[src/hdl/lsu_pkg.sv]
// Load-store unit types
`default_nettype none

package lsu_pkg;

  ////////////////////////////////////////////////////////////////////
  // Access description
  ////////////////////////////////////////////////////////////////////

  // Size of a core access; the fourth encoding is not used
  typedef enum logic [1:0] {
    size_byte = 2'd0,
    size_half = 2'd1,
    size_word = 2'd2
  } size_e;

  // Byte position of an access within its word
  typedef logic [1:0] offset_t;

  ////////////////////////////////////////////////////////////////////
  // Pending-access queue
  ////////////////////////////////////////////////////////////////////

  // Number of accesses that can wait for their response
  localparam int unsigned pend_depth = 4;

  // Queue pointer, the top bit is the wrap flag
  typedef logic [2:0] pend_ptr_t;

endpackage

`default_nettype wire

[src/hdl/obi_pkg.sv]
// OBI bus types
`default_nettype none

package obi_pkg;

  ////////////////////////////////////////////////////////////////////
  // Bus widths
  ////////////////////////////////////////////////////////////////////

  // Byte address as seen on the OBI A channel
  typedef logic [31:0] addr_t;

  // One data word on either channel
  typedef logic [31:0] data_t;

  // One enable per byte lane of data_t
  typedef logic [3:0] be_t;

  ////////////////////////////////////////////////////////////////////
  // Memory geometry
  ////////////////////////////////////////////////////////////////////

  // Depth of the on-chip memory in words, 1 KiB in total
  localparam int unsigned mem_words = 256;

  // Word index into the memory array
  typedef logic [7:0] mem_index_t;

endpackage

`default_nettype wire

[src/hdl/lsu_request_gen.sv]
// Load-store request generator
`default_nettype none

module lsu_request_gen (
  input  wire logic           req_valid_i,
  input  wire logic           req_we_i,
  input  wire lsu_pkg::size_e req_size_i,
  input  wire logic           req_signed_i,
  input  wire obi_pkg::addr_t req_addr_i,
  input  wire obi_pkg::data_t req_wdata_i,
  input  wire logic           trans_ready_i,
  input  wire logic           pend_full_i,
  output logic                req_ready_o,
  output logic                trans_valid_o,
  output obi_pkg::addr_t      trans_addr_o,
  output logic                trans_we_o,
  output obi_pkg::be_t        trans_be_o,
  output obi_pkg::data_t      trans_wdata_o,
  output logic                pend_push_o,
  output lsu_pkg::offset_t    pend_offset_o,
  output lsu_pkg::size_e      pend_size_o,
  output logic                pend_signed_o,
  output logic                pend_we_o
);
  import obi_pkg::*;
  import lsu_pkg::*;

  offset_t offset;
  logic    aligned;

  // The byte offset is dropped from the bus address and kept for the aligner
  assign offset       = req_addr_i[1:0];
  assign trans_addr_o = {req_addr_i[31:2], 2'b00};
  assign trans_we_o   = req_we_i;

  // A full pending queue stalls the core and keeps the request off the bus
  assign trans_valid_o = req_valid_i && !pend_full_i;
  assign req_ready_o   = trans_ready_i && !pend_full_i;

  ////////////////////////////////////////////////////////////////////
  // Lane steering
  ////////////////////////////////////////////////////////////////////

  // Write data is replicated so that every possible lane carries it
  always_comb
  begin
    case (req_size_i)
      size_byte:
      begin
        trans_be_o    = be_t'(4'b0001 << offset);
        trans_wdata_o = {4{req_wdata_i[7:0]}};
        aligned       = 1'b1;
      end
      size_half:
      begin
        trans_be_o    = be_t'(4'b0011 << offset);
        trans_wdata_o = {2{req_wdata_i[15:0]}};
        aligned       = !offset[0];
      end
      default:
      begin
        trans_be_o    = 4'b1111;
        trans_wdata_o = req_wdata_i;
        aligned       = (offset == 2'b00);
      end
    endcase
  end

  // Every accepted access gets one queue entry for its response
  assign pend_push_o   = req_valid_i && req_ready_o;
  assign pend_offset_o = offset;
  assign pend_size_o   = req_size_i;
  assign pend_signed_o = req_signed_i;
  assign pend_we_o     = req_we_i;

  // Misaligned accesses are not split, so they must never be accepted
  always_comb
  begin
    if (pend_push_o)
    begin
      a_aligned: assert (aligned)
        else $error("Misaligned access to %h accepted", req_addr_i);
    end
  end

endmodule

`default_nettype wire

[config.mk]
export PLATFORM = sky130hd
export DESIGN_NAME = lsu_request_gen
export DESIGN_NICKNAME = d
export VERILOG_FILES = /design/src/hdl/lsu_pkg.sv /design/src/hdl/obi_pkg.sv /design/src/hdl/lsu_request_gen.sv
export SDC_FILE = /design/constraint.sdc
export NUM_CORES = 1
export LEC_CHECK = 0
export BUFFER_PORTS_ARGS = -buffer_cell sky130_fd_sc_hd__clkbuf_2
export CAP_MARGIN = 20
export CORE_MARGIN = 4
export CORE_UTILIZATION = 25
export DETAILED_ROUTE_END_ITERATION = 8
export PLACE_DENSITY = 0.83
export REMOVE_ABC_BUFFERS = 1
export SLEW_MARGIN = 15
export SYNTH_ARGS = -nofsm -noshare
export SYNTH_HDL_FRONTEND = slang
export SYNTH_SLANG_ARGS = --single-unit
[constraint.sdc]
create_clock -name vclk -period 0.95
set_input_delay 0.0475 -clock vclk [all_inputs]
set_output_delay 0.0475 -clock vclk [all_outputs]
set_load 0.02 [all_outputs]
## Word level (Yosys, flattened, before mapping)

Cells that the tools add are included.

- Bits in registers: 0
- Bits of input ports: 71
- Output and inout port bits: 78
- Logic and storage cells: 10

- Equal/unequal tests: 1
- Shift operators: 2
- Mux-type cells: 2
- Reduce and logical (&&, ||, !) cells: 5

Operators by type and width:

| operator | number |
|---|---|
| 32-bit one-hot mux with 2 select lines | 1 |
| 4-bit one-hot mux with 2 select lines | 1 |
| 1-bit by 2-bit left shift with 4-bit output, first input constant | 1 |
| 2-bit by 2-bit left shift with 4-bit output, first input constant | 1 |
| 1-bit logical AND | 3 |
| 2-bit by 1-bit equality test with 1-bit output, second input constant | 1 |
| 2-bit zero test | 1 |
| 1-bit zero test | 1 |

## Depth between registers and ports, before layout

- Depth after elaboration: 3
- Mapped depth: 4
- Gate-level depth less buffers: 2

## Least setup slack after synthesis

No wires, ideal clock.

- Path kind: input to output
- Start: input req_size_i[1]
- End: output trans_wdata_o[10]
- Arrival: 0.746 ns
- Data required time: 0.902 ns
- Slack: 0.157 ns
- Stages on the path: 3
- Buffers on the path: 1
- Path through: buf_4 -> nor2_8 -> mux2_2

- Word-level cells in the longest chain between the ends: 2
- Elaborated cells on any way between the ends: 3
- Classes of those cells: 1 x eq/ne; 1 x mux; 1 x reduce/logical

RTL lines:

| item | line | source |
|---|---|---|
| start, declared | lsu_request_gen.sv:7 | `input wire lsu_pkg::size_e req_size_i,` |
| 2-bit by 1-bit equality test with 1-bit output / 2-bit zero test (equally long branches) | lsu_request_gen.sv:47 | `case (req_size_i)` |
| 32-bit one-hot mux with 2 select lines * | lsu_request_gen.sv:47 |  |
| end, declared | lsu_request_gen.sv:18 | `output obi_pkg::data_t trans_wdata_o,` |

Mark *: on every way between the ends. The rest lies on a longest branch, timed or not.

## Worst setup path in the final report

- Start: input req_size_i[1]
- End: output trans_wdata_o[15]

The elaborated chain is that of the path after synthesis.

==> reports/qor.yml <==
cts:
  post_cts_buffers: 0
  hold_buffers: 0
finish:
  layout-drive-gt1-share_pct: 75.2
  n_fill_cell: 342
  n_antenna_cell: 0
  final_core_util_pct: 34.1
  register_area_sq_um: 0
  most-common-layout-cells: "clkbuf_2 (72), buf_4 (10), buf_6 (9)"
  final_nets: 218
  clkbuf_count: 0
  syn_to_final_growth_pct: 29.8
  seq_cell_count: 0
  fin_cells: 189
  layout_commonest_cell: "clkbuf_2"
route:
  vias: 821
  drc: 0
  viasPerCell: 4.34
  drtIter0Drc: 23
  wl_um: 3680
  first_pass_iters: 3
  ant_nets: 0
  routedWlPerCell_um: 19.5
placement:
  gp_congestion: 0.641
  numPortBuffers: 82
  dp_hpwl_um: 3280
  dp_cells: 189
synthesis:
  muxShareOfSynthArea_pct: 32.1
  synthTopCellsByArea: "buf_4 (45%), mux2_2 (22%), mux2i_1 (9.9%), o21ai_1 (4.9%), nand2_1 (3.7%)"
  yosys.area_share.adder_pct: 0
  synth_top_family_by_area: "buffers and inverters"
  synth.top_cell.area_share_pct: 44.5
  synth_xor_area_share_pct: 0
  synthSimpleGateAreaFrac_pct: 11.0
  syn_area_per_cell_sq_um: 7.78
  seq_area_frac_synth_pct: 0
  synth_largest_area_cell: "buf_4"
  syn_area_sq_um: 810
  synth_cell_types: 19
  netlist_instances: 104
  ys_warn_count: 0
  synth_compound_area_share_pct: 8.50
grt:
  grt_util_met3_pct: 16.6
  grt_pass1_vias: 856
  grt_first_pass_wirelength_um: 4850
  grt_max_degree: 9
  grt_usage_pct: 15.8
  globalRouteMet2Util_pct: 20.7
  antenna_found_initial: 0
  grt_overflow: 0
  use_met1_pct: 18.6
  grt_busiest_layer: "met2"
sta:
  max_freq_mhz: 1100
  hold_viol_final: 0
  slew_violations: 0
  finalCriticalPeriod_ns: 0.908
  finalSetupViolCount: 0
  fin_crit_sh_pct: 95.6
  timing.setup.tns_ns: 0
power_and_ir_drop:
  ir_worst_vdd_mv: 0.227
  swShare_pct: 54.2
  netSwitchingPower_uw: 358
  power_frac_comb_pct: 100.0
  p_per_area_nw_per_um2: 630
  p_seq_share_pct: 0
  p_clk_share_pct: 0
  p_int_uw: 303
  p_leak_nw: 0.624
floorplanning:
  dieArea_sq_um: 4210
  die_w_um: 64.9
  ios: 149
  core.rowCount: 20
  die_h_um: 64.9
  initial_core_util_pct: 26.3
  core-area_sq_um: 3080
hold_path:
  hp-class: "input port to output port"
critical_path:
  cp_max_fo: 8
  cp_slowest_cell: "mux2_4"
  criticalPathCategory: "input port to output port"
  critPathMaxStageDelay_ns: 0.33
  worst-endpoint-required_ns: 0.90
  worstPathArrival_ns: 0.86
  critPathCaptureType: "output port"
  start_kind: "input port"
  worstPathCellList: "buf_4, nor2_8, mux2_4, buf_6"
flow_run:
  cap_violations: 0
status:
  run_status: "finished, final reports clean"
## metrics by stage
stage | worst slack [ns] | hold WS [ns] | cell area, sq um | total power, mW
final | 0.0419 | 0.0952 | 1050 | 0.662
after global routing | -0.00281 | 0.0951 | 1050 | 0.711
after CTS | -0.0249 | 0.0952 | 967 | 0.608
after detailed placement | -0.0548 | 0.0952 | 962 | 0.602
after global placement | -0.0586 | 0.0952 | 962 | 0.597
after floorplan | 0.204 | 0.0950 | 429 | 0.274
## cells in the mapped netlist, drive strengths merged
cell    number
and2         1
a211o        1
conb         1
o21bai       2
nor2         2
inv          1
nand2b       1
o21ai        9
buf         50
clkbuf       1
nand2        8
mux2        16
mux2i        8
and3b        1
nor2b        2
## worst max-delay path: cells and delay by family
family        cells  cell delay (ns)
mux               1             0.33
buf+inv           2             0.27
simple gates      1             0.20
## layer usage
| metal | vias to the layer above | wire (um) |
|---|---|---|
| met5 | - | 0 |
| met4 | 0 | 0 |
| met3 | 0 | 897 |
| met2 | 97 | 1340 |
| met1 | 343 | 1450 |
| li1 | 381 | - |
## kinds of logic after synthesis
| family | Yosys count |
|---|---|
| AND/OR/NAND/NOR | 15 |
| multiplexers | 24 |
| buffers and inverters | 52 |
| other | 1 |
| AO/OA/AOI/OAI | 12 |
## area by class of cell
cell class	count	area (sq um)	area share (%)
Timing Repair Buffer	91	537	51.1
Tap cell	44	55.1	5.24
Multi-Input combinational cell	53	455	43.3
Inverter	1	3.75	0.357
## worst paths after layout
check                      start           endpoint  cells past startpoint
setup / recovery   req_size_i[1]  trans_wdata_o[15]                      4
hold / removal    req_addr_i[22]   trans_addr_o[22]                      0
## what timing repair did
action / 4_1_cts / 5_1_grt
gates resized for setup: 2 / 35
setup endpoints to repair: 16 / 13
pin swaps: 1 / 1
hold endpoints to repair: 0 / 0
## power groups by stage
| stage | clock (mW) | sequential [mW] | combinational (mW) |
|---|---|---|---|
| 2_1_floorplan | 0 | 0 | 0.274 |
| 3_3_place_gp | 0 | 0 | 0.597 |
| 3_5_place_dp | 0 | 0 | 0.602 |
| 4_1_cts | 0 | 0 | 0.608 |
| 5_1_grt | 0 | 0 | 0.711 |
| 6_report | 0 | 0 | 0.662 |
No activity file was read; power rests on OpenSTA's default activity.
