==> config.mk <==
export PLATFORM = sky130hd
export DESIGN_NAME = obi_adapter
export DESIGN_NICKNAME = d
export VERILOG_FILES = /design/src/hdl/obi_pkg.sv /design/src/hdl/obi_adapter.sv
export SDC_FILE = /design/constraint.sdc
export NUM_CORES = 1
export LEC_CHECK = 0
export BUFFER_PORTS_ARGS = -buffer_cell sky130_fd_sc_hd__buf_2
export CORE_MARGIN = 5
export CORE_UTILIZATION = 30
export DETAILED_ROUTE_END_ITERATION = 16
export MAX_ROUTING_LAYER = met4
export PLACE_DENSITY = 0.6
export SLEW_MARGIN = 40
export SYNTH_ARGS = -nofsm -noshare
export SYNTH_HDL_FRONTEND = slang
export SYNTH_SLANG_ARGS = --single-unit
==> constraint.sdc <==
create_clock -name clk -period 11.4 [get_ports clk]
set_input_delay 2.28 -clock clk [delete_from_list [all_inputs] [get_ports clk]]
set_output_delay 2.28 -clock clk [all_outputs]
set_load 0.05 [all_outputs]
==> src/hdl/obi_pkg.sv <==
// OBI bus types
`default_nettype none

package obi_pkg;

  ////////////////////////////////////////////////////////////////////
  // Bus widths
  ////////////////////////////////////////////////////////////////////

  // Byte address as seen on the OBI A channel
  typedef logic [31:0] addr_t;

  // One data word on either channel
  typedef logic [31:0] data_t;

  // One enable per byte lane of data_t
  typedef logic [3:0] be_t;

  ////////////////////////////////////////////////////////////////////
  // Memory geometry
  ////////////////////////////////////////////////////////////////////

  // Depth of the on-chip memory in words, 1 KiB in total
  localparam int unsigned mem_words = 256;

  // Word index into the memory array
  typedef logic [7:0] mem_index_t;

endpackage

`default_nettype wire

==> src/hdl/obi_adapter.sv <==
// OBI A channel adapter
`default_nettype none

module obi_adapter #(
  // Set when the trans_* payload is held stable until accepted
  parameter bit trans_stable = 1'b0
) (
  input  wire logic           clk,
  input  wire logic           rst_n,
  input  wire logic           trans_valid_i,
  input  wire obi_pkg::addr_t trans_addr_i,
  input  wire logic           trans_we_i,
  input  wire obi_pkg::be_t   trans_be_i,
  input  wire obi_pkg::data_t trans_wdata_i,
  input  wire logic           obi_gnt_i,
  input  wire obi_pkg::data_t obi_rdata_i,
  input  wire logic           obi_rvalid_i,
  input  wire logic           obi_err_i,
  output logic                trans_ready_o,
  output logic                resp_valid_o,
  output obi_pkg::data_t      resp_rdata_o,
  output logic                resp_err_o,
  output logic                obi_req_o,
  output obi_pkg::addr_t      obi_addr_o,
  output logic                obi_we_o,
  output obi_pkg::be_t        obi_be_o,
  output obi_pkg::data_t      obi_wdata_o
);
  import obi_pkg::*;

  ////////////////////////////////////////////////////////////////////
  // R channel
  ////////////////////////////////////////////////////////////////////

  // Responses go straight through because the consumer is always ready
  assign resp_valid_o = obi_rvalid_i;
  assign resp_rdata_o = obi_rdata_i;
  assign resp_err_o   = obi_err_i;

  ////////////////////////////////////////////////////////////////////
  // A channel
  ////////////////////////////////////////////////////////////////////

  if (trans_stable)
  begin : g_direct
    // A stable source already meets OBI rules on its own
    assign obi_req_o     = trans_valid_i;
    assign obi_addr_o    = trans_addr_i;
    assign obi_we_o      = trans_we_i;
    assign obi_be_o      = trans_be_i;
    assign obi_wdata_o   = trans_wdata_i;
    assign trans_ready_o = obi_gnt_i;
  end
  else
  begin : g_hold
    typedef enum logic {st_transparent, st_registered} state_e;

    state_e state_q;
    state_e state_d;
    addr_t  addr_q;
    logic   we_q;
    be_t    be_q;
    data_t  wdata_q;

    // Leave transparent on an ungranted request, come back on the grant
    always_comb
    begin
      state_d = state_q;
      case (state_q)
        st_transparent:
        begin
          if (obi_req_o && !obi_gnt_i)
            state_d = st_registered;
        end
        default:
        begin
          if (obi_gnt_i)
            state_d = st_transparent;
        end
      endcase
    end

    // Registered state drives the captured address phase and never drops req
    always_comb
    begin
      if (state_q == st_transparent)
      begin
        obi_req_o   = trans_valid_i;
        obi_addr_o  = trans_addr_i;
        obi_we_o    = trans_we_i;
        obi_be_o    = trans_be_i;
        obi_wdata_o = trans_wdata_i;
      end
      else
      begin
        obi_req_o   = 1'b1;
        obi_addr_o  = addr_q;
        obi_we_o    = we_q;
        obi_be_o    = be_q;
        obi_wdata_o = wdata_q;
      end
    end

    always_ff @(posedge clk, negedge rst_n)
    begin
      if (!rst_n)
        state_q <= st_transparent;
      else
        state_q <= state_d;
    end

    // Capture happens only on the way into the registered state
    always_ff @(posedge clk)
    begin
      if (state_q == st_transparent && state_d == st_registered)
      begin
        addr_q  <= trans_addr_i;
        we_q    <= trans_we_i;
        be_q    <= trans_be_i;
        wdata_q <= trans_wdata_i;
      end
    end

    // Only the held request blocks new transfers since outstanding ones are not limited
    assign trans_ready_o = (state_q == st_transparent);

    // A waiting request is not withdrawn before its grant
    a_req_held: assert property (@(posedge clk) disable iff (!rst_n)
      obi_req_o && !obi_gnt_i |=> obi_req_o);

    // Address phase is frozen from the first ungranted cycle to the grant
    a_phase_stable: assert property (@(posedge clk) disable iff (!rst_n)
      obi_req_o && !obi_gnt_i |=> $stable(obi_addr_o) && $stable(obi_we_o)
        && $stable(obi_be_o) && $stable(obi_wdata_o));
  end

endmodule

`default_nettype wire

# == After elaboration in Yosys (flattened, before gate mapping) ==
# Index checks and enable logic that the tools add are counted.
# op_classes
mux,8
reduce_logical,3
bitwise_logic,1
# ops
operator,count
32-bit two-way mux,2
1-bit two-way mux,5
4-bit two-way mux,1
1-bit logical AND,2
1-bit zero test,1
1-bit inverter,1
# totals
word_cells,17
reg_bits,70
output_inout_bits,105

# == Logic depth before layout (Yosys ltp) ==
# logic_depth
depth_word,5
ltp_mapped,3
depth_no_buf,1

# == Worst setup path after synthesis ==
# Ideal clock, no wire load.
# synth_timing
path_kind,input to register
from,input obi_gnt_i
to,register g_hold.addr_q[0] (enable)
required_time_ns,10.805
cell_stages,1
setup_time_ns,0.595
n_path_buf,0
t_arrival_ns,7.290
path_slack_ns,3.516
path_cell_list,nor3b_1
# synth_via
elab_chain_cells,5
elab_cells_between_ends,6
classes_between,mux (3); reduce/logical (3)
# synth_rtl
item,line_no,source
"start, declared",obi_adapter.sv:15,"input wire logic obi_gnt_i,"
1-bit zero test,obi_adapter.sv:72,if (obi_req_o && !obi_gnt_i)
1-bit logical AND,obi_adapter.sv:72,
1-bit two-way mux,obi_adapter.sv:72,
1-bit two-way mux (*),obi_adapter.sv:69,case (state_q)
1-bit logical AND (*),obi_adapter.sv:115,if (state_q == st_transparent && state_d == st_registered)
"end signal, assigned",obi_adapter.sv:117,addr_q <= trans_addr_i;
"end, declared",obi_adapter.sv:60,addr_t addr_q;
# Every way passes the cells marked *; elsewhere a longest branch is shown, timed or not.
# A chain may end at the register's enable or synchronous reset.

# == Worst setup path after layout ==
# layout_timing
from,input trans_wdata_i[14]
to,output obi_wdata_o[14]
# layout_via
elab_chain_cells,1
# layout_rtl
item,line_no,source
"start, declared",obi_adapter.sv:14,"input wire obi_pkg::data_t trans_wdata_i,"
32-bit two-way mux,obi_adapter.sv:86,if (state_q == st_transparent)
"end, declared",obi_adapter.sv:27,output obi_pkg::data_t obi_wdata_o
# No other way between the ends.

==> results.md <==
- RR Startpoint: g_hold.state_q
- Diode count: 0
- Global routing usage on met3: 0.03582
- Port bufs: approximately 140
- Setup violators final: 0
- Power Density: 161.2 nW/um^2
- Worst hold path type: register to register
- Die area: ~14000 sq um
- Core footprint: about 12000 sq um
- Seq. cell area: about 2100 sq um
- Worst Min Path Start: g_hold.state_q
- Clock skew: 6.729 ps
- Worst slew margin: 0.5300
- # fillers: approximately 1100
- Fin. Hold Viols: 0
- Synth-to-Final Area Change: 21.60%
- P_sw: ~0.20 mW
- Setup Buffers After CTS: 0
- Maximum VDD drop: a little over 0.06 mV
- Resize count post-CTS: 0
- Synth Area per Inst: approximately 19 sq um
- Starting Density: 0.3083
- Synth cell types: 12
- Post-layout min period: 5149 ps
- Initial DRC count: just over 50
- Yosys reg bits: 70
- Final period util: 0.4516
- Crit end category: primary output
- Routed wire length: about 7000 microns
- # IOs: between 200 and 250
- Total number of H-tree levels: 3
- Total GRT Usage: 0.1003
- Gp weighted congestion: 0.6419
- CP Class: primary input to primary output
- Nets@finish: 406
- Proportion of layout cells with a drive suffix above 1: 0.7583
- FP Rows: 39
- RR Endpoint: g_hold.we_q
- Chip height: roughly 120 microns
- Antenna violations before repair: 0
- Max clock buf depth: 2
- RSZ-0062 raised after global routing: false
- Reg2reg path depth: 2
- Flop pwr share: 0.434
- Sequential cell area fraction in the yosys report: 0.5906
- DR pass1 iterations: 4
- TritonCTS clock tree: done
- Comb pwr share: 0.222
- Vias/cell: between 4 and 5
- Layer with the highest usage: met2
- Worst Path Required: about 9100 ps
- Clock transition at path regs: roughly 50 ps
- Total negative setup slack: 0 ps
- Yosys warnings: 0
- Met2 usage: 0.1393
- Via Count: between 1500 and 2000
- Clock share of power: 0.343
- Peak fanout along the critical path: 2
- Count of pins over their slew limit: 0
- Worst Path Arrival: ~2900 ps
- Cell area after synthesis: between 3000 and 4000 sq um
- Cts hold-fix bufs: 0
- Clk_lat worst skew: ~320 ps
- Hold path depth: 1
- Root Buffer: clkbuf_16
- Die Width: 118.8 microns
- R2r setup slk: around 9500 ps
- TritonCTS Buffers: 9
- Status: finished, final reports clean
- Max_cap viols: 0
- Dpl hpwl: 4905 microns
- Post-synthesis cell count: 185
- Worst-Margin Slew: around 700 ps
- Placement Setup Slack: approximately 6200 ps
- CTS sink cnt: 70
- Hold path endpoint: g_hold.state_q
- Syn_nets: about 290
- Drt drc: 0
- GR Util met1: 0.1248
- Pin count of the biggest net entering global routing: 70
- Setup ws final: around 6300 ps
- Fin Hold WS: approximately 1100 ps
- Drt wl/cell: around 15 microns
- Gr ovfl total: 0
- Global-route wire length before repair: 10800 microns
- Int Power: between 0.4 and 0.5 mW
- Area of the multi-input gates: approximately 1100 sq um
- CP startpoint kind: primary input
- Max Fclk: about 190 MHz
- Switching part of the total: 0.2929
- Leakage: 1.879 nW
- Antenna Violating Nets Remaining: 0
- Vias in the first global route: between 2000 and 2500
-- synth_stat cells (all sizes together) --
cell     n  area (sq um)
dfrtp    1         25.02
inv      1         3.750
o21ba    1         10.01
mux2    69          1025
edfxtp  69          2072
buf     42         401.6
or2      1         6.260
nor3b    1         7.510
-- power by group through the flow --
stage / Sequential (mW) / Combinational, mW / Clock [mW]
after floorplan: 0.304 / 0.163 / 0
final: 0.302 / 0.155 / 0.239
after global routing: 0.303 / 0.162 / 0.265
after CTS: 0.303 / 0.157 / 0.249
after detailed placement: 0.308 / 0.156 / 0
after global placement: 0.307 / 0.155 / 0
-- registers in the layout, indices dropped and copies added (netlist names) --
register / flops
g_hold.be_q: 4
g_hold.wdata_q: 32
g_hold.state_q: 1
g_hold.we_q: 1
g_hold.addr_q: 32
-- cell usage in the layout, fill, tap and decap left out, drive strengths merged --
cell type	netlist	final
buf	42	145
clkbuf	0	11
clkinv	0	3
dfrtp	1	1
edfxtp	69	69
inv	1	1
mux2	69	69
nor3b	1	1
o21ba	1	1
or2	1	1
-- stage by stage --
step | cells | instance area (sq um) | utilization | total power [mW]
after detailed placement | 431 | 4071 | 0.3535 | 0.4643
after floorplan | 185 | 3551 | - | 0.4663
after global placement | 431 | 4068 | 0.3532 | 0.4625
final | 445 | 4318 | 0.3749 | 0.6961
after global routing | 445 | 4318 | 0.3749 | 0.7302
after CTS | 445 | 4318 | 0.3749 | 0.7085
-- worst max path at each step --
stage,from,to,slack [ps],cells after the start
3_3_place_gp,trans_addr_i[21],obi_addr_o[21],6250,3
6_report,trans_wdata_i[14],obi_wdata_o[14],6250,3
5_1_grt,trans_wdata_i[31],obi_wdata_o[31],6240,3
2_1_floorplan,obi_gnt_i,g_hold.addr_q[0],3520,1
3_5_place_dp,trans_wdata_i[5],obi_wdata_o[5],6250,3
4_1_cts,trans_wdata_i[5],obi_wdata_o[5],6250,3
-- final cells by class --
| class | instances | area share |
|---|---|---|
| multi-input combinational | 72 | 0.2440 |
| clock inverter | 3 | 0.003187 |
| sequential | 70 | 0.4865 |
| tap | 143 | 0.04144 |
| inverter | 1 | 0.0008693 |
| timing repair buffer | 145 | 0.1701 |
| clock buffer | 11 | 0.05390 |
-- routing by layer --
| metal | vias up | wire length, microns |
|---|---|---|
| met1 | 870 | 3032 |
| met5 | - | 0 |
| met3 | 20 | 626 |
| li1 | 888 | - |
| met2 | 113 | 3019 |
| met4 | 0 | 176 |
-- critical path, cell delays in order --
cell and delay [ps]:
buf_2 110, mux2_4 270, buf_2 210
-- kinds of logic (layout without fill, tap and decap cells) --
logic type	Yosys count	after routing	share of synthesized area
multiplexers	69	69	0.2886
AO/OA/AOI/OAI	1	1	0.002819
buffers and inverters	43	160	0.1142
flip-flops	70	70	0.5906
AND/OR/NAND/NOR	2	2	0.003878
Power figures use the tool's default switching activity.
