**config.mk**
```make
export PLATFORM = sky130hd
export DESIGN_NAME = lsu_resp_align
export DESIGN_NICKNAME = d
export VERILOG_FILES = /design/src/hdl/lsu_pkg.sv /design/src/hdl/obi_pkg.sv /design/src/hdl/lsu_resp_align.sv
export SDC_FILE = /design/constraint.sdc
export NUM_CORES = 1
export LEC_CHECK = 0
export BUFFER_PORTS_ARGS = -buffer_cell sky130_fd_sc_hd__buf_2
export CORE_MARGIN = 2
export CORE_UTILIZATION = 50
export CTS_CLUSTER_DIAMETER = 150
export CTS_CLUSTER_SIZE = 25
export DETAILED_ROUTE_END_ITERATION = 10
export HOLD_SLACK_MARGIN = 0.1
export PLACE_DENSITY = 0.81
export SLEW_MARGIN = 20
export SYNTH_ARGS = -nofsm -noshare
export SYNTH_HDL_FRONTEND = slang
export SYNTH_SLANG_ARGS = --single-unit
```
**constraint.sdc**
```tcl
create_clock -name clk -period 3.48 [get_ports clk]
set_input_delay 0.696 -clock clk [delete_from_list [all_inputs] [get_ports clk]]
set_output_delay 0.696 -clock clk [all_outputs]
set_load 0.01 [all_outputs]
```
**src/hdl/lsu_pkg.sv**
```systemverilog
// Load-store unit types
`default_nettype none

package lsu_pkg;

  ////////////////////////////////////////////////////////////////////
  // Access description
  ////////////////////////////////////////////////////////////////////

  // Size of a core access; the fourth encoding is not used
  typedef enum logic [1:0] {
    size_byte = 2'd0,
    size_half = 2'd1,
    size_word = 2'd2
  } size_e;

  // Byte position of an access within its word
  typedef logic [1:0] offset_t;

  ////////////////////////////////////////////////////////////////////
  // Pending-access queue
  ////////////////////////////////////////////////////////////////////

  // Number of accesses that can wait for their response
  localparam int unsigned pend_depth = 4;

  // Queue pointer, the top bit is the wrap flag
  typedef logic [2:0] pend_ptr_t;

endpackage

`default_nettype wire

```
**src/hdl/obi_pkg.sv**
```systemverilog
// OBI bus types
`default_nettype none

package obi_pkg;

  ////////////////////////////////////////////////////////////////////
  // Bus widths
  ////////////////////////////////////////////////////////////////////

  // Byte address as seen on the OBI A channel
  typedef logic [31:0] addr_t;

  // One data word on either channel
  typedef logic [31:0] data_t;

  // One enable per byte lane of data_t
  typedef logic [3:0] be_t;

  ////////////////////////////////////////////////////////////////////
  // Memory geometry
  ////////////////////////////////////////////////////////////////////

  // Depth of the on-chip memory in words, 1 KiB in total
  localparam int unsigned mem_words = 256;

  // Word index into the memory array
  typedef logic [7:0] mem_index_t;

endpackage

`default_nettype wire

```
**src/hdl/lsu_resp_align.sv**
```systemverilog
// Load-store response aligner
`default_nettype none

module lsu_resp_align (
  input  wire logic             clk,
  input  wire logic             rst_n,
  input  wire logic             pend_push_i,
  input  wire lsu_pkg::offset_t pend_offset_i,
  input  wire lsu_pkg::size_e   pend_size_i,
  input  wire logic             pend_signed_i,
  input  wire logic             pend_we_i,
  input  wire logic             resp_valid_i,
  input  wire obi_pkg::data_t   resp_rdata_i,
  input  wire logic             resp_err_i,
  output logic                  pend_full_o,
  output logic                  rsp_valid_o,
  output obi_pkg::data_t        rsp_rdata_o,
  output logic                  rsp_err_o
);
  import obi_pkg::*;
  import lsu_pkg::*;

  offset_t   offset_q [pend_depth];
  size_e     size_q   [pend_depth];
  logic      signed_q [pend_depth];
  logic      we_q     [pend_depth];
  pend_ptr_t wr_ptr_q;
  pend_ptr_t rd_ptr_q;
  logic      empty;
  data_t     shifted;
  pend_ptr_t head;

  ////////////////////////////////////////////////////////////////////
  // Pending-access FIFO
  ////////////////////////////////////////////////////////////////////

  // Equal pointers mean empty, differing only in wrap bit means full
  assign empty       = (wr_ptr_q == rd_ptr_q);
  assign pend_full_o = (wr_ptr_q[2] != rd_ptr_q[2]) && (wr_ptr_q[1:0] == rd_ptr_q[1:0]);

  always_ff @(posedge clk, negedge rst_n)
  begin
    if (!rst_n)
    begin
      wr_ptr_q <= '0;
      rd_ptr_q <= '0;
    end
    else
    begin
      if (pend_push_i)
        wr_ptr_q <= wr_ptr_q + 1'b1;
      if (resp_valid_i)
        rd_ptr_q <= rd_ptr_q + 1'b1;
    end
  end

  always_ff @(posedge clk)
  begin
    if (pend_push_i)
    begin
      offset_q[wr_ptr_q[1:0]] <= pend_offset_i;
      size_q[wr_ptr_q[1:0]]   <= pend_size_i;
      signed_q[wr_ptr_q[1:0]] <= pend_signed_i;
      we_q[wr_ptr_q[1:0]]     <= pend_we_i;
    end
  end

  ////////////////////////////////////////////////////////////////////
  // Load extraction
  ////////////////////////////////////////////////////////////////////

  // Head entry describes the response on the bus this cycle
  assign head    = rd_ptr_q;
  assign shifted = resp_rdata_i >> {offset_q[head[1:0]], 3'b000};

  always_comb
  begin
    if (we_q[head[1:0]])
      rsp_rdata_o = '0;
    else
    begin
      case (size_q[head[1:0]])
        size_byte: rsp_rdata_o = {{24{signed_q[head[1:0]] & shifted[7]}}, shifted[7:0]};
        size_half: rsp_rdata_o = {{16{signed_q[head[1:0]] & shifted[15]}}, shifted[15:0]};
        default:   rsp_rdata_o = shifted;
      endcase
    end
  end

  assign rsp_valid_o = resp_valid_i;
  assign rsp_err_o   = resp_err_i;

  // Every response must match an access accepted earlier
  a_no_orphan: assert property (@(posedge clk) disable iff (!rst_n) resp_valid_i |-> !empty);

  // The request side must stall before the queue overflows
  a_no_overflow: assert property (@(posedge clk) disable iff (!rst_n)
    pend_push_i |-> !pend_full_o);

endmodule

`default_nettype wire

```
Word-level counts from Yosys, hierarchy flattened:

Memories as Yosys holds them, arrays and structs flattened.
Index checks and enable logic that the tools add are counted.

* output and inout bits: 35
* logic and storage cells: 20
* bits of input ports: 43
* memories: 4
* RAM bits: 24
* register bits: 6

* shifts and indexed selects: 1
* reductions and logical operators: 2
* mux-type cells: 4
* add/sub/neg operators: 2
* equality and inequality tests: 3
* bitwise operators: 2

Memories
* offset_q: words 4, width 2, rd ports 1, clocked after memory_dff 0, wr ports 1, RTL line lsu_resp_align.sv:23 `offset_t offset_q [pend_depth];`
* size_q: words 4, width 2, rd ports 1, clocked after memory_dff 0, wr ports 1, RTL line lsu_resp_align.sv:24 `size_e size_q [pend_depth];`
* signed_q: words 4, width 1, rd ports 1, clocked after memory_dff 0, wr ports 1, RTL line lsu_resp_align.sv:25 `logic signed_q [pend_depth];`
* we_q: words 4, width 1, rd ports 1, clocked after memory_dff 0, wr ports 1, RTL line lsu_resp_align.sv:26 `logic we_q [pend_depth];`

Operators with widths (number)
* one-hot mux 32 bit (2 select lines): 1
* 2-to-1 mux 32 bit: 1
* >> shifter 32 x 5 -> 32 bit: 1
* adder 3 x 1 -> 3 bit (second input constant): 2
* AND 1 bit: 2
* == test 2 x 1 -> 1 bit (second input constant): 1
* == test 2 bit: 1
* logical NOT 2 bit: 1
* 2-to-1 mux 1 bit: 2
* logical AND 1 bit: 1
* != test 1 bit: 1

Logic depth before layout (Yosys ltp):

Gate-level depths: netlist of run 1.
An unclocked memory read counts as a cell.

* depth in word-level cells: 5
* mapped depth: 8
* depth with buffers taken out: 4

Worst setup path after synthesis of run 1:

OpenSTA, ideal clock, no wires.

* path type: reg-to-output
* start point: register rd_ptr_q[0], in the netlist head[0]
* end point: output rsp_rdata_o[24]
* slack: 0.688 ns
* cell stages (with the launch flop): 8
* arrival time: 2.096 ns
* cells stage by stage: dfrtp_1 -> buf_6 -> mux4_2 -> buf_6 -> mux2_4 -> a221oi_4 -> buf_6 -> o2bb2ai_1

* longest elaborated chain between the ends: 5

Ends and longest elaborated chain
* start, declared: RTL line lsu_resp_align.sv:28 `pend_ptr_t rd_ptr_q;`
* start signal, assigned: RTL line lsu_resp_align.sv:53 `rd_ptr_q <= rd_ptr_q + 1'b1;`
* memory (4 x 2 bit)
* >> shifter 32 x 5 -> 32 bit: RTL line lsu_resp_align.sv:74 `assign shifted = resp_rdata_i >> {offset_q[head[1:0]], 3'b000};`
* AND 1 bit, on equally long branches: RTL line lsu_resp_align.sv:84, lsu_resp_align.sv:83
* one-hot mux 32 bit (2 select lines): RTL line lsu_resp_align.sv:82 `case (size_q[head[1:0]])`
* 2-to-1 mux 32 bit (*): RTL line lsu_resp_align.sv:78 `if (we_q[head[1:0]])`
* end, declared: RTL line lsu_resp_align.sv:17 `output obi_pkg::data_t rsp_rdata_o,`

Every way passes the cells marked *; elsewhere a longest branch is shown, timed or not.

Worst setup path after layout of run 1:

* start point: register rd_ptr_q[0], in the netlist head[0]
* end point: output rsp_rdata_o[27]

Same word-level chain as after synthesis.

==> report_table.html, run 1 <==
<table>
<tr><th>Metric</th><th>Value</th></tr>
<tr><th colspan="2">Status</th></tr>
<tr><td>Run status</td><td>complete, no violations</td></tr>
<tr><th colspan="2">Yosys</th></tr>
<tr><td>Most frequent cells after synthesis</td><td>edfxtp_1, mux2_2, nand2_1</td></tr>
<tr><td>Ys async rst share</td><td>20.00%</td></tr>
<tr><td>Primary FF master, synth</td><td>edfxtp_1</td></tr>
<tr><td>FF+latch count, synth</td><td>30</td></tr>
<tr><td>Netlist area before placement</td><td>2103 sq um</td></tr>
<tr><td>Yosys warnings</td><td>0</td></tr>
<tr><td>Mapped Cells</td><td>175</td></tr>
<tr><td>EDFF count, synth</td><td>24</td></tr>
<tr><td>Biggest area contributors in the synthesized netlist</td><td>edfxtp_1, mux2_2, dfrtp_1</td></tr>
<tr><td>Number of unique standard cell types used by synthesis</td><td>32</td></tr>
<tr><td>Post-synthesis cell type with the largest combined area</td><td>edfxtp_1</td></tr>
<tr><td>Leading cell type by number of instances after synthesis</td><td>edfxtp_1</td></tr>
<tr><td>Post-synth net total</td><td>223</td></tr>
<tr><td>Post-synthesis area per instance</td><td>12.02 sq um</td></tr>
<tr><td>Area share of the largest cell type after synthesis</td><td>34.27%</td></tr>
<tr><td>Sequential-to-total area share from yosys stat</td><td>41.40%</td></tr>
<tr><th colspan="2">Floorplanning</th></tr>
<tr><td>Number of top-level design ports</td><td>78</td></tr>
<tr><td>Core region area</td><td>4029 sq um</td></tr>
<tr><td>Die footprint</td><td>4741 sq um</td></tr>
<tr><td>Overall die height</td><td>68.86 um</td></tr>
<tr><td>Number of core rows</td><td>23</td></tr>
<tr><td>Chip Width</td><td>68.86 um</td></tr>
<tr><td>Initial core utilization</td><td>52.20%</td></tr>
<tr><th colspan="2">Clocking</th></tr>
<tr><td>Post-CTS clock slew at the launch and capture registers of the worst setup and hold paths</td><td>0.06 ns</td></tr>
<tr><td>Clock insertion delay at the later pin of the skew report</td><td>0.28 ns</td></tr>
<tr><td>CTS sink cnt</td><td>30</td></tr>
<tr><td>Resized cells post-CTS</td><td>0</td></tr>
<tr><td>Root Buffer Master</td><td>clkbuf_8</td></tr>
<tr><td>Maximum clock insertion buffer count</td><td>2</td></tr>
<tr><td>Number of buffers created by CTS</td><td>5</td></tr>
<tr><td>CTS tree</td><td>done</td></tr>
<tr><td>Post-CTS Hold Buffers</td><td>0</td></tr>
<tr><td>CTS H-tree lvls</td><td>2</td></tr>
<tr><td>Setup bufs post-CTS</td><td>0</td></tr>
<tr><th colspan="2">Place</th></tr>
<tr><td>Number of buffers added on ports</td><td>75</td></tr>
<tr><td>Cells after DPL</td><td>293</td></tr>
<tr><td>Routability-driven placement congestion ratio</td><td>0.7599</td></tr>
<tr><td>Post-detailed-placement cell area</td><td>2499 sq um</td></tr>
<tr><td>Half-perimeter wire length after placement</td><td>3.729 mm</td></tr>
<tr><th colspan="2">Power and ir drop</th></tr>
<tr><td>Internal Pwr Total</td><td>0.001447 W</td></tr>
<tr><td>Clock network power share</td><td>12.9%</td></tr>
<tr><td>Leak Pwr</td><td>1.140 nW</td></tr>
<tr><td>Power density normalized to cell area</td><td>967.3 nW/um^2</td></tr>
<tr><td>Gate power share</td><td>65.3%</td></tr>
<tr><td>Worst supply voltage drop on vdd</td><td>0.0004379 V</td></tr>
<tr><td>Psw</td><td>0.001072 W</td></tr>
<tr><td>Switching power as a share of total power</td><td>42.55%</td></tr>
<tr><td>Part of the total power dissipated in sequential elements</td><td>21.8%</td></tr>
<tr><th colspan="2">Critical path</th></tr>
<tr><td>Biggest fanout along the worst timing path</td><td>16</td></tr>
<tr><td>Crit start category</td><td>flip-flop</td></tr>
<tr><td>Worst setup EP type</td><td>output pin</td></tr>
<tr><td>Arrival time at the worst endpoint</td><td>2.55 ns</td></tr>
<tr><td>Data required time at the worst endpoint</td><td>2.78 ns</td></tr>
<tr><td>Critical setup path kind</td><td>reg -&gt; out</td></tr>
<tr><th colspan="2">Drt</th></tr>
<tr><td>Router iterations before antenna repair</td><td>4</td></tr>
<tr><td>DR vias</td><td>1692</td></tr>
<tr><td>Number of nets with antenna violations after routing</td><td>0</td></tr>
<tr><td>Post-DR wirelength/cell</td><td>16.05 um</td></tr>
<tr><td>Post-route DRC</td><td>0</td></tr>
<tr><td>Mean number of vias per cell</td><td>5.640</td></tr>
<tr><td>Iter 0 DRT Violations</td><td>112</td></tr>
<tr><td>WL final</td><td>4.815 mm</td></tr>
<tr><th colspan="2">Global routing</th></tr>
<tr><td>Pin count of the biggest net entering global routing</td><td>17</td></tr>
<tr><td>Total grt overflow</td><td>0</td></tr>
<tr><td>First-pass GRT wire length</td><td>7.383 mm</td></tr>
<tr><td>GRT Total Usage</td><td>21.44%</td></tr>
<tr><td>Antenna violations before repair</td><td>0</td></tr>
<tr><td>Via count of the first global-routing pass</td><td>1618</td></tr>
<tr><th colspan="2">STA</th></tr>
<tr><td>Final hold violation count</td><td>0</td></tr>
<tr><td>Worst Tran Pin Value</td><td>0.4066 ns</td></tr>
<tr><td>Max_slew headroom</td><td>72.77%</td></tr>
<tr><td>Sum of negative setup slack</td><td>0 ns</td></tr>
<tr><td>Peak clock frequency supported by timing</td><td>0.3077 GHz</td></tr>
<tr><td>Largest clock skew in the final design</td><td>0.004914 ns</td></tr>
<tr><td>Unrepaired setup endpoints after global routing</td><td>no</td></tr>
<tr><td>Final number of max-transition violations</td><td>0</td></tr>
<tr><td>Period utilisation layout</td><td>93.38%</td></tr>
<tr><td># setup viols final</td><td>0</td></tr>
<tr><td>Period minus WS final</td><td>3.250 ns</td></tr>
<tr><th colspan="2">Finish</th></tr>
<tr><td>Finished Layout Cells</td><td>300</td></tr>
<tr><td>Share of cells above drive strength 1</td><td>50.40%</td></tr>
<tr><td>Post-route design area</td><td>2604 sq um</td></tr>
<tr><td>Final layout net count</td><td>298</td></tr>
<tr><td>Area growth from synthesis to layout</td><td>23.80%</td></tr>
<tr><td>Antenna Cells</td><td>0</td></tr>
<tr><th colspan="2">Min path</th></tr>
<tr><td>Worst Hold Class</td><td>in -&gt; async</td></tr>
<tr><th colspan="2">Run</th></tr>
<tr><td>Max Cap Violations</td><td>0</td></tr>
</table>
registers in the layout, indices dropped and copies added, names as in the netlist:
| signal | cells |
|---|---|
| offset_q | 8 |
| size_q | 8 |
| head | 3 |
| we_q | 4 |
| signed_q | 4 |
| wr_ptr_q | 3 |
per-layer routing:
layer | track usage, % | up-vias | part of all wire, %
met5 | 0 | - | 0
li1 | - | 817 | -
met2 | 39.06 | 71 | 49
met1 | 24.74 | 796 | 41
met4 | 8.088 | 0 | 1.5
met3 | 4.221 | 8 | 8.5
layout make-up:
class | instances | area (sq um)
fill | 336 | 1425
multi-input combinational | 127 | 1121
sequential | 30 | 870.8
timing repair buffer | 83 | 435.4
clock buffer | 5 | 68.82
tap | 50 | 62.56
clock inverter | 2 | 33.78
inverter | 3 | 11.26
critical path, cell delays in order (launching register included):
cell and delay (ns):
dfrtp_1 0.38, buf_4 0.22, mux4_2 0.66, mux2_2 0.34
o221ai_2 0.18, buf_4 0.23, o2bb2ai_1 0.11, buf_2 0.15
cells by family (layout without fill, tap and decap cells):
kind of cell               after synthesis  in the layout  share of synthesized area, %
AOI/OAI and AO/OA                       35             35                         13.33
xor gates and xnor gates                 7              7                         2.915
adders and majority gates                5              5                         2.974
buffers and inverters                   18             93                         5.413
DFF                                     30             30                         41.40
muxes                                   35             35                         22.84
and+or+nand+nor                         45             45                         11.12
cell usage in the layout (no fill, tap or decap), types with 4 or more instances in the layout:
master | Yosys | layout
a21oi_1 | 7 | 7
a221oi_1 | 8 | 8
and2_1 | 5 | 5
buf_2 | 4 | 75
buf_4 | 3 | 8
clkbuf_8 | 0 | 5
dfrtp_1 | 6 | 6
edfxtp_1 | 24 | 24
ha_1 | 5 | 5
mux2_2 | 18 | 18
mux2i_1 | 9 | 9
mux4_1 | 4 | 4
nand2_1 | 17 | 17
nor3_1 | 9 | 9
o21ai_0 | 7 | 7
o2bb2ai_1 | 8 | 8
or2_2 | 8 | 8
xor2_1 | 5 | 5
through the flow:
step	total power, W	util [%]	worst slack, ns	hold slack [ns]
2_1_floorplan	0.001745	-	0.6885	0.4004
3_3_place_gp	0.002161	62.02	0.5155	0.4750
3_5_place_dp	0.002197	62.02	0.4292	0.4786
4_1_cts	0.002533	64.57	0.1143	0.2315
5_1_grt	0.002729	64.63	0.05290	0.2281
6_report	0.002519	64.63	0.2304	0.2335
power by group through the flow:
stage | Sequential (W) | Combinational, W | Clock, W
floorplan | 0.000525 | 0.00122 | 0
global placement | 0.000553 | 0.00161 | 0
detailed placement | 0.000559 | 0.00164 | 0
CTS | 0.000553 | 0.00165 | 0.000333
global route | 0.000563 | 0.00182 | 0.000350
finish | 0.000550 | 0.00164 | 0.000325
path summary, 6_finish.rpt:
check / from / endpoint / slack (ns) / cells after the start
max: head[0] / rsp_rdata_o[27] / 0.23 / 7
min: rst_n / wr_ptr_q[1] / 0.23 / 1
max reg2reg: wr_ptr_q[0] / size_q[0][1] / 2.14 / 3
min reg2reg: wr_ptr_q[2] / wr_ptr_q[2] / 0.48 / 1
max in group asynchronous: rst_n / head[0] / 3.11 / 1
min in group clk: wr_ptr_q[2] / wr_ptr_q[2] / 0.48 / 1
Power figures use the tool's default switching activity.
==> inputs of run 2 (changes only) <==
PLACE_DENSITY = 0.91   (was 0.81)
==> report_table.html, run 2 (synthesis gave the netlist of run 1 again) <==
<table>
<tr><th>Metric</th><th>Value</th></tr>
<tr><th colspan="2">Power and ir drop</th></tr>
<tr><td>Power density normalized to cell area</td><td>981.1 nW/um^2 (+1.4%)</td></tr>
<tr><td>Leak Pwr</td><td>1.162 nW (+1.9%)</td></tr>
<tr><td>Clock network power share</td><td>13.0% (about the same)</td></tr>
<tr><td>Switching power as a share of total power</td><td>42.51% (about the same)</td></tr>
<tr><td>Worst supply voltage drop on vdd</td><td>0.0004878 V (+11%)</td></tr>
<tr><td>Gate power share</td><td>65.6% (+0.3 points)</td></tr>
<tr><td>Internal Pwr Total</td><td>0.001496 W (+3.4%)</td></tr>
<tr><td>Psw</td><td>0.001106 W (+3.2%)</td></tr>
<tr><td>Part of the total power dissipated in sequential elements</td><td>21.5% (-0.3 points)</td></tr>
<tr><th colspan="2">Critical path</th></tr>
<tr><td>Crit start category</td><td>flip-flop</td></tr>
<tr><td>Worst R2R Path Depth</td><td>3 (unchanged)</td></tr>
<tr><td>Data required time at the worst endpoint</td><td>2.78 ns (about the same)</td></tr>
<tr><td>Launch point of the worst reg-to-reg path</td><td>wr_ptr_q[1]</td></tr>
<tr><td>Critical setup path kind</td><td>reg -&gt; out</td></tr>
<tr><td>Arrival time at the worst endpoint</td><td>2.60 ns (+0.05 ns)</td></tr>
<tr><td>RR Endpoint</td><td>signed_q[1]</td></tr>
<tr><td>Worst setup EP type</td><td>output pin</td></tr>
<tr><td>R2r setup slk</td><td>2.14 ns (about the same)</td></tr>
<tr><td>Biggest fanout along the worst timing path</td><td>17 (+1)</td></tr>
<tr><th colspan="2">Drt</th></tr>
<tr><td>Post-DR wirelength/cell</td><td>15.83 um (-1.4%)</td></tr>
<tr><td>Met2 Wirelength</td><td>2.431 mm (+3.1%)</td></tr>
<tr><td>Post-route DRC</td><td>0 (unchanged)</td></tr>
<tr><td>Router iterations before antenna repair</td><td>4 (unchanged)</td></tr>
<tr><td>Number of nets with antenna violations after routing</td><td>0 (unchanged)</td></tr>
<tr><td>Mean number of vias per cell</td><td>5.780 (+2.5%)</td></tr>
<tr><td>Routed metal-1 wire length</td><td>1.894 mm (-4.1%)</td></tr>
<tr><td>Iter 0 DRT Violations</td><td>93 (-17%)</td></tr>
<tr><td>DR vias</td><td>1763 (+4.2%)</td></tr>
<tr><td>WL final</td><td>4.829 mm (+0.29%)</td></tr>
<tr><td>Top routing layer in use</td><td>met4</td></tr>
<tr><td>Detailed route wirelength on metal3</td><td>435 um (+6.1%)</td></tr>
<tr><th colspan="2">Place</th></tr>
<tr><td>Routability-driven placement congestion ratio</td><td>0.7930 (+4.4%)</td></tr>
<tr><td>Half-perimeter wire length after placement</td><td>3.642 mm (-2.3%)</td></tr>
<tr><td>Cells after DPL</td><td>295 (+0.68%)</td></tr>
<tr><td>Number of buffers added on ports</td><td>75 (unchanged)</td></tr>
<tr><td>Post-detailed-placement cell area</td><td>2514 sq um (+0.60%)</td></tr>
<tr><th colspan="2">Clocking</th></tr>
<tr><td>Number of buffers created by CTS</td><td>5 (unchanged)</td></tr>
<tr><td>CTS sink cnt</td><td>30 (unchanged)</td></tr>
<tr><td>CTS tree</td><td>done</td></tr>
<tr><td>Root Buffer Master</td><td>clkbuf_8</td></tr>
<tr><td>Post-CTS clock slew at the launch and capture registers of the worst setup and hold paths</td><td>0.06 ns (about the same)</td></tr>
<tr><td>Clock insertion delay at the later pin of the skew report</td><td>0.28 ns (about the same)</td></tr>
<tr><td>CTS H-tree lvls</td><td>2 (unchanged)</td></tr>
<tr><td>Maximum clock insertion buffer count</td><td>2 (unchanged)</td></tr>
<tr><th colspan="2">STA</th></tr>
<tr><td>Unrepaired setup endpoints after global routing</td><td>no</td></tr>
<tr><td>Largest clock skew in the final design</td><td>0.004615 ns (-0.0002990 ns)</td></tr>
<tr><td>Worst Tran Pin Value</td><td>0.4033 ns (-0.003334 ns)</td></tr>
<tr><td>Max_slew headroom</td><td>72.96% (+0.19 points)</td></tr>
<tr><td>Peak clock frequency supported by timing</td><td>0.3035 GHz (-1.4%)</td></tr>
<tr><td>Final number of max-transition violations</td><td>0 (unchanged)</td></tr>
<tr><td>Final hold violation count</td><td>0 (unchanged)</td></tr>
<tr><td>Period minus WS final</td><td>3.295 ns (+0.04579 ns)</td></tr>
<tr><td># setup viols final</td><td>0 (unchanged)</td></tr>
<tr><td>Period utilisation layout</td><td>94.69% (+1.3 points)</td></tr>
<tr><td>Sum of negative setup slack</td><td>0 ns (unchanged)</td></tr>
<tr><th colspan="2">Global routing</th></tr>
<tr><td>Total grt overflow</td><td>0 (unchanged)</td></tr>
<tr><td>Pin count of the biggest net entering global routing</td><td>19 (+2)</td></tr>
<tr><td>First-pass GRT wire length</td><td>6.844 mm (-7.3%)</td></tr>
<tr><td>GRT Total Usage</td><td>20.05% (-1.4 points)</td></tr>
<tr><td>Via count of the first global-routing pass</td><td>1480 (-8.5%)</td></tr>
<tr><td>Antenna violations before repair</td><td>0 (unchanged)</td></tr>
<tr><th colspan="2">Finish</th></tr>
<tr><td>Fill cell count</td><td>308 (-8.3%)</td></tr>
<tr><td>Finished Layout Cells</td><td>305 (+1.7%)</td></tr>
<tr><td>Most frequent cells in the layout</td><td>buf_2, edfxtp_1, mux2_2, nand2_1, buf_4</td></tr>
<tr><td>Final layout net count</td><td>302 (+1.3%)</td></tr>
<tr><td>Share of cells above drive strength 1</td><td>51.37% (+0.97 points)</td></tr>
<tr><td>Antenna Cells</td><td>0 (unchanged)</td></tr>
<tr><td>Post-route design area</td><td>2653 sq um (+1.9%)</td></tr>
<tr><td>Leading cell type in the layout, fill and taps excluded</td><td>buf_2</td></tr>
<tr><td>Area growth from synthesis to layout</td><td>26.12%</td></tr>
<tr><th colspan="2">Floorplanning</th></tr>
<tr><td>Overall die height</td><td>68.86 um (unchanged)</td></tr>
<tr><td>Core region area</td><td>4029 sq um (unchanged)</td></tr>
<tr><td>Number of top-level design ports</td><td>78 (unchanged)</td></tr>
<tr><td>Chip Width</td><td>68.86 um (unchanged)</td></tr>
<tr><td>Initial core utilization</td><td>52.20% (unchanged)</td></tr>
<tr><td>Die footprint</td><td>4741 sq um (unchanged)</td></tr>
<tr><td>Number of core rows</td><td>23 (unchanged)</td></tr>
<tr><th colspan="2">Status</th></tr>
<tr><td>Run status</td><td>complete, no violations</td></tr>
<tr><th colspan="2">Run</th></tr>
<tr><td>Max Cap Violations</td><td>0 (unchanged)</td></tr>
<tr><th colspan="2">Min path</th></tr>
<tr><td>Worst Hold Class</td><td>in -&gt; async</td></tr>
</table>
[run 2: per-stage QoR]
step / hold WS (ns) / total power, W / utilization [%] / worst slack, ns
CTS: 0.2210 / 0.002573 / 65.31 / 0.01155
global placement: 0.4760 / 0.002176 / 62.39 / 0.3372
global route: 0.2244 / 0.002802 / 65.84 / 0.04489
finish: 0.2239 / 0.002602 / 65.84 / 0.1846
floorplan: 0.4004 / 0.001745 / - / 0.6885
detailed placement: 0.4793 / 0.002206 / 62.39 / 0.3011
[run 2: power groups by stage]
stage / Combinational, W / Clock, W / Sequential [W]
floorplan: 0.00122 / 0 / 0.000525
global placement: 0.00161 / 0 / 0.000561
detailed placement: 0.00164 / 0 / 0.000566
CTS: 0.00167 / 0.000347 / 0.000559
global route: 0.00187 / 0.000362 / 0.000572
finish: 0.00171 / 0.000338 / 0.000558
[run 2: final cells by class]
| cell class | count | area, sq um | area share, % |
|---|---|---|---|
| clock buffer | 7 | 76.32 | 2.877 |
| sequential | 30 | 872.1 | 32.88 |
| inverter | 3 | 11.26 | 0.4245 |
| timing repair buffer | 87 | 465.4 | 17.55 |
| multi-input combinational | 127 | 1135 | 42.78 |
| clock inverter | 1 | 30.03 | 1.132 |
| tap | 50 | 62.56 | 2.358 |
[run 2: worst max path at each step]
stage / to / start / slack (ns)
2_1_floorplan: rsp_rdata_o[24] / head[0] / 0.69
3_3_place_gp: rsp_rdata_o[28] / head[0] / 0.34
4_1_cts: rsp_rdata_o[27] / head[0] / 0.01
6_report: rsp_rdata_o[27] / head[0] / 0.18
3_5_place_dp: rsp_rdata_o[31] / head[0] / 0.30
5_1_grt: rsp_rdata_o[17] / head[1] / 0.04
[run 2: layer usage]
metal / vias up / GRT usage (%)
li1: 832 / -
met1: 832 / 23.14
met2: 92 / 36.06
met3: 7 / 4.708
met4: 0 / 7.353
met5: - / 0
[run 2: critical path, cell delays in order (launching register included)]
cell	delay, ns
dfrtp_2	0.45
buf_4	0.16
mux4_1	0.59
buf_4	0.23
nor3b_2	0.20
and2_1	0.34
o2bb2ai_1	0.18
buf_2	0.17
[run 2: what timing repair did]
item,4_1_cts,5_1_grt
setup endpoints to repair,2,15
buffers inserted,0,2
hold buffers,0,0
gates resized for setup,1,2
pin swaps,0,1
==> inputs of run 3 (changes only) <==
CORE_UTILIZATION = 34   (was 50)
PLACE_DENSITY = 0.69   (was 0.91)
==> report_table.html, run 3 (synthesis gave the netlist of run 1 again) <==
<table>
<tr><th>Metric</th><th>Value</th></tr>
<tr><th colspan="2">Status</th></tr>
<tr><td>Run status</td><td>complete, no violations</td></tr>
<tr><th colspan="2">Power and ir drop</th></tr>
<tr><td>Power density normalized to cell area</td><td>961.9 nW/um^2 (-2.0%)</td></tr>
<tr><td>Worst supply voltage drop on vdd</td><td>0.0005291 V (+8.5%)</td></tr>
<tr><td>Total Power Consumption</td><td>0.002543 W (-2.3%)</td></tr>
<tr><td>Leak Pwr</td><td>1.146 nW (-1.4%)</td></tr>
<tr><th colspan="2">Drt</th></tr>
<tr><td>DR vias</td><td>1689 (-4.2%)</td></tr>
<tr><td>Post-route DRC</td><td>0 (unchanged)</td></tr>
<tr><td>Post-DR wirelength/cell</td><td>15.67 um (-1.0%)</td></tr>
<tr><td>Number of nets with antenna violations after routing</td><td>0 (unchanged)</td></tr>
<tr><td>Mean number of vias per cell</td><td>5.181 (-10%)</td></tr>
<tr><td>WL final</td><td>5.109 mm (+5.8%)</td></tr>
<tr><td>Iter 0 DRT Violations</td><td>31 (-67%)</td></tr>
<tr><td>Router iterations before antenna repair</td><td>4 (unchanged)</td></tr>
<tr><th colspan="2">STA</th></tr>
<tr><td>Period minus WS final</td><td>3.268 ns (-0.02754 ns)</td></tr>
<tr><td>Max_slew headroom</td><td>71.10% (-1.9 points)</td></tr>
<tr><td>Final number of max-transition violations</td><td>0 (unchanged)</td></tr>
<tr><td>Sum of negative setup slack</td><td>0 ns (unchanged)</td></tr>
<tr><td>Worst Tran Pin Value</td><td>0.4315 ns (+0.02826 ns)</td></tr>
<tr><td>Period utilisation layout</td><td>93.90% (-0.79 points)</td></tr>
<tr><td>Final hold violation count</td><td>0 (unchanged)</td></tr>
<tr><td>Peak clock frequency supported by timing</td><td>0.3060 GHz (+0.84%)</td></tr>
<tr><td># setup viols final</td><td>0 (unchanged)</td></tr>
<tr><td>Unrepaired setup endpoints after global routing</td><td>no</td></tr>
<tr><td>Largest clock skew in the final design</td><td>0.005077 ns (+0.0004622 ns)</td></tr>
<tr><th colspan="2">Finish</th></tr>
<tr><td>Reg area</td><td>870.8 sq um (-0.14%)</td></tr>
<tr><td>Area occupied by multi-input gates</td><td>1122 sq um (-1.1%)</td></tr>
<tr><td>Most frequent cells in the layout</td><td>buf_2, edfxtp_1, mux2_2, nand2_1</td></tr>
<tr><td>Antenna Cells</td><td>0 (unchanged)</td></tr>
<tr><td>Final layout net count</td><td>299 (-0.99%)</td></tr>
<tr><td>Area growth from synthesis to layout</td><td>25.70%</td></tr>
<tr><td>Share of cells above drive strength 1</td><td>51.00% (-0.38 points)</td></tr>
<tr><td>Finished Layout Cells</td><td>326 (+6.9%)</td></tr>
<tr><td>Fill cell count</td><td>558 (+81%)</td></tr>
<tr><td>Leading cell type in the layout, fill and taps excluded</td><td>buf_2</td></tr>
<tr><th colspan="2">Critical path</th></tr>
<tr><td>R2r setup slk</td><td>2.14 ns (about the same)</td></tr>
<tr><td>Biggest fanout along the worst timing path</td><td>16 (-1)</td></tr>
<tr><td>Data required time at the worst endpoint</td><td>2.78 ns (about the same)</td></tr>
<tr><td>Worst setup EP type</td><td>output pin</td></tr>
<tr><td>Arrival time at the worst endpoint</td><td>2.57 ns (-0.03 ns)</td></tr>
<tr><td>Critical setup path kind</td><td>reg -&gt; out</td></tr>
<tr><td>Crit start category</td><td>flip-flop</td></tr>
<tr><th colspan="2">Clocking</th></tr>
<tr><td>CTS H-tree lvls</td><td>2 (unchanged)</td></tr>
<tr><td>CTS tree</td><td>done</td></tr>
<tr><td>Number of buffers created by CTS</td><td>5 (unchanged)</td></tr>
<tr><td>Root Buffer Master</td><td>clkbuf_8</td></tr>
<tr><td>Post-CTS clock slew at the launch and capture registers of the worst setup and hold paths</td><td>0.06 ns (about the same)</td></tr>
<tr><td>Post-CTS Hold Buffers</td><td>0 (unchanged)</td></tr>
<tr><td>Clock insertion delay at the later pin of the skew report</td><td>0.28 ns (about the same)</td></tr>
<tr><td>CTS sink cnt</td><td>30 (unchanged)</td></tr>
<tr><td>Maximum clock insertion buffer count</td><td>2 (unchanged)</td></tr>
<tr><th colspan="2">Floorplanning</th></tr>
<tr><td>Initial core utilization</td><td>35.32% (-17 points)</td></tr>
<tr><td>Chip Width</td><td>82.65 um (+20%)</td></tr>
<tr><td>Number of top-level design ports</td><td>78 (unchanged)</td></tr>
<tr><td>Number of core rows</td><td>28 (+22%)</td></tr>
<tr><td>Overall die height</td><td>82.65 um (+20%)</td></tr>
<tr><td>Core region area</td><td>5956 sq um (+48%)</td></tr>
<tr><td>Die footprint</td><td>6831 sq um (+44%)</td></tr>
<tr><th colspan="2">Min path</th></tr>
<tr><td>Worst Hold Class</td><td>in -&gt; async</td></tr>
<tr><th colspan="2">Global routing</th></tr>
<tr><td>First-pass GRT wire length</td><td>7.514 mm (+9.8%)</td></tr>
<tr><td>Pin count of the biggest net entering global routing</td><td>23 (+4)</td></tr>
<tr><td>Via count of the first global-routing pass</td><td>1586 (+7.2%)</td></tr>
<tr><td>Total grt overflow</td><td>0 (unchanged)</td></tr>
<tr><td>Antenna violations before repair</td><td>0 (unchanged)</td></tr>
<tr><td>GRT Total Usage</td><td>14.60% (-5.4 points)</td></tr>
<tr><th colspan="2">Place</th></tr>
<tr><td>Number of buffers added on ports</td><td>75 (unchanged)</td></tr>
<tr><td>Half-perimeter wire length after placement</td><td>3.910 mm (+7.4%)</td></tr>
<tr><td>Cells after DPL</td><td>318 (+7.8%)</td></tr>
<tr><td>Routability-driven placement congestion ratio</td><td>0.7246 (-8.6%)</td></tr>
<tr><th colspan="2">Run</th></tr>
<tr><td>Max Cap Violations</td><td>0 (unchanged)</td></tr>
</table>
## run 3: cell count changes in the layout (fill, tap and decap cells not counted), sizes merged
cell	before	now
clkinv	0	1
clkbuf	7	5
buf	87	84
## run 3: stage by stage
step           setup slack (ns)  hold slack [ns]  utilization [%]  area [sq um]
3_3_place_gp             0.3622           0.4750            42.48          2530
6_report                 0.2122           0.2272            44.39          2644
2_1_floorplan            0.6885           0.4004                -          2103
5_1_grt                 0.06033           0.2384            44.39          2644
3_5_place_dp             0.2763           0.4770            42.48          2530
4_1_cts                  0.1016           0.2255            44.24          2635
## run 3: worst max-delay path: stages, from the launching register on
cell and delay (ns):
dfrtp_1 0.46, buf_4 0.23, mux4_1 0.64, or2_2 0.33, o221ai_2 0.15, buf_4 0.23
o21ai_0 0.10, buf_2 0.15
## run 3: repair_timing
| action | in CTS | in global routing |
|---|---|---|
| setup endpoints to repair | 1 | 7 |
| resized for setup | 1 | 1 |
| gates cloned | 0 | 0 |
| buffers inserted | 0 | 1 |
## run 3: area by class of cell
type                    instances  area share, %
clock inverters                 2          1.278
flip-flops and latches         30          32.94
well taps                      75          3.549
inverters                       3         0.4259
multi-input cells             127          42.45
clock buffers                   5          2.603
repair buffers                 84          16.75
## run 3: report_power, final
group	switching [W]	total, W	internal (W)
combinational	0.000898	0.00166	0.000767
clock	0.000118	0.000324	0.000206
sequential	0.0000714	0.000555	0.000483
total	0.00109	0.00254	0.00146
## run 3: final timing paths
kind                                   from              end  cells after the start
worst max-delay path                head[0]  rsp_rdata_o[19]                      7
worst min-delay path                  rst_n          head[2]                      1
worst max register to register  wr_ptr_q[0]   offset_q[2][1]                      3
worst min register to register  wr_ptr_q[2]      wr_ptr_q[2]                      1
max in group asynchronous             rst_n      wr_ptr_q[2]                      1
min in group clk                wr_ptr_q[2]      wr_ptr_q[2]                      1
## run 3: routing by layer
layer,share of wire [%],GRT usage [%],vias up
met1,43,17.28,782
met5,0,0,-
li1,-,-,818
met2,48,26.77,79
met3,8.0,2.283,10
met4,1.4,4.918,0
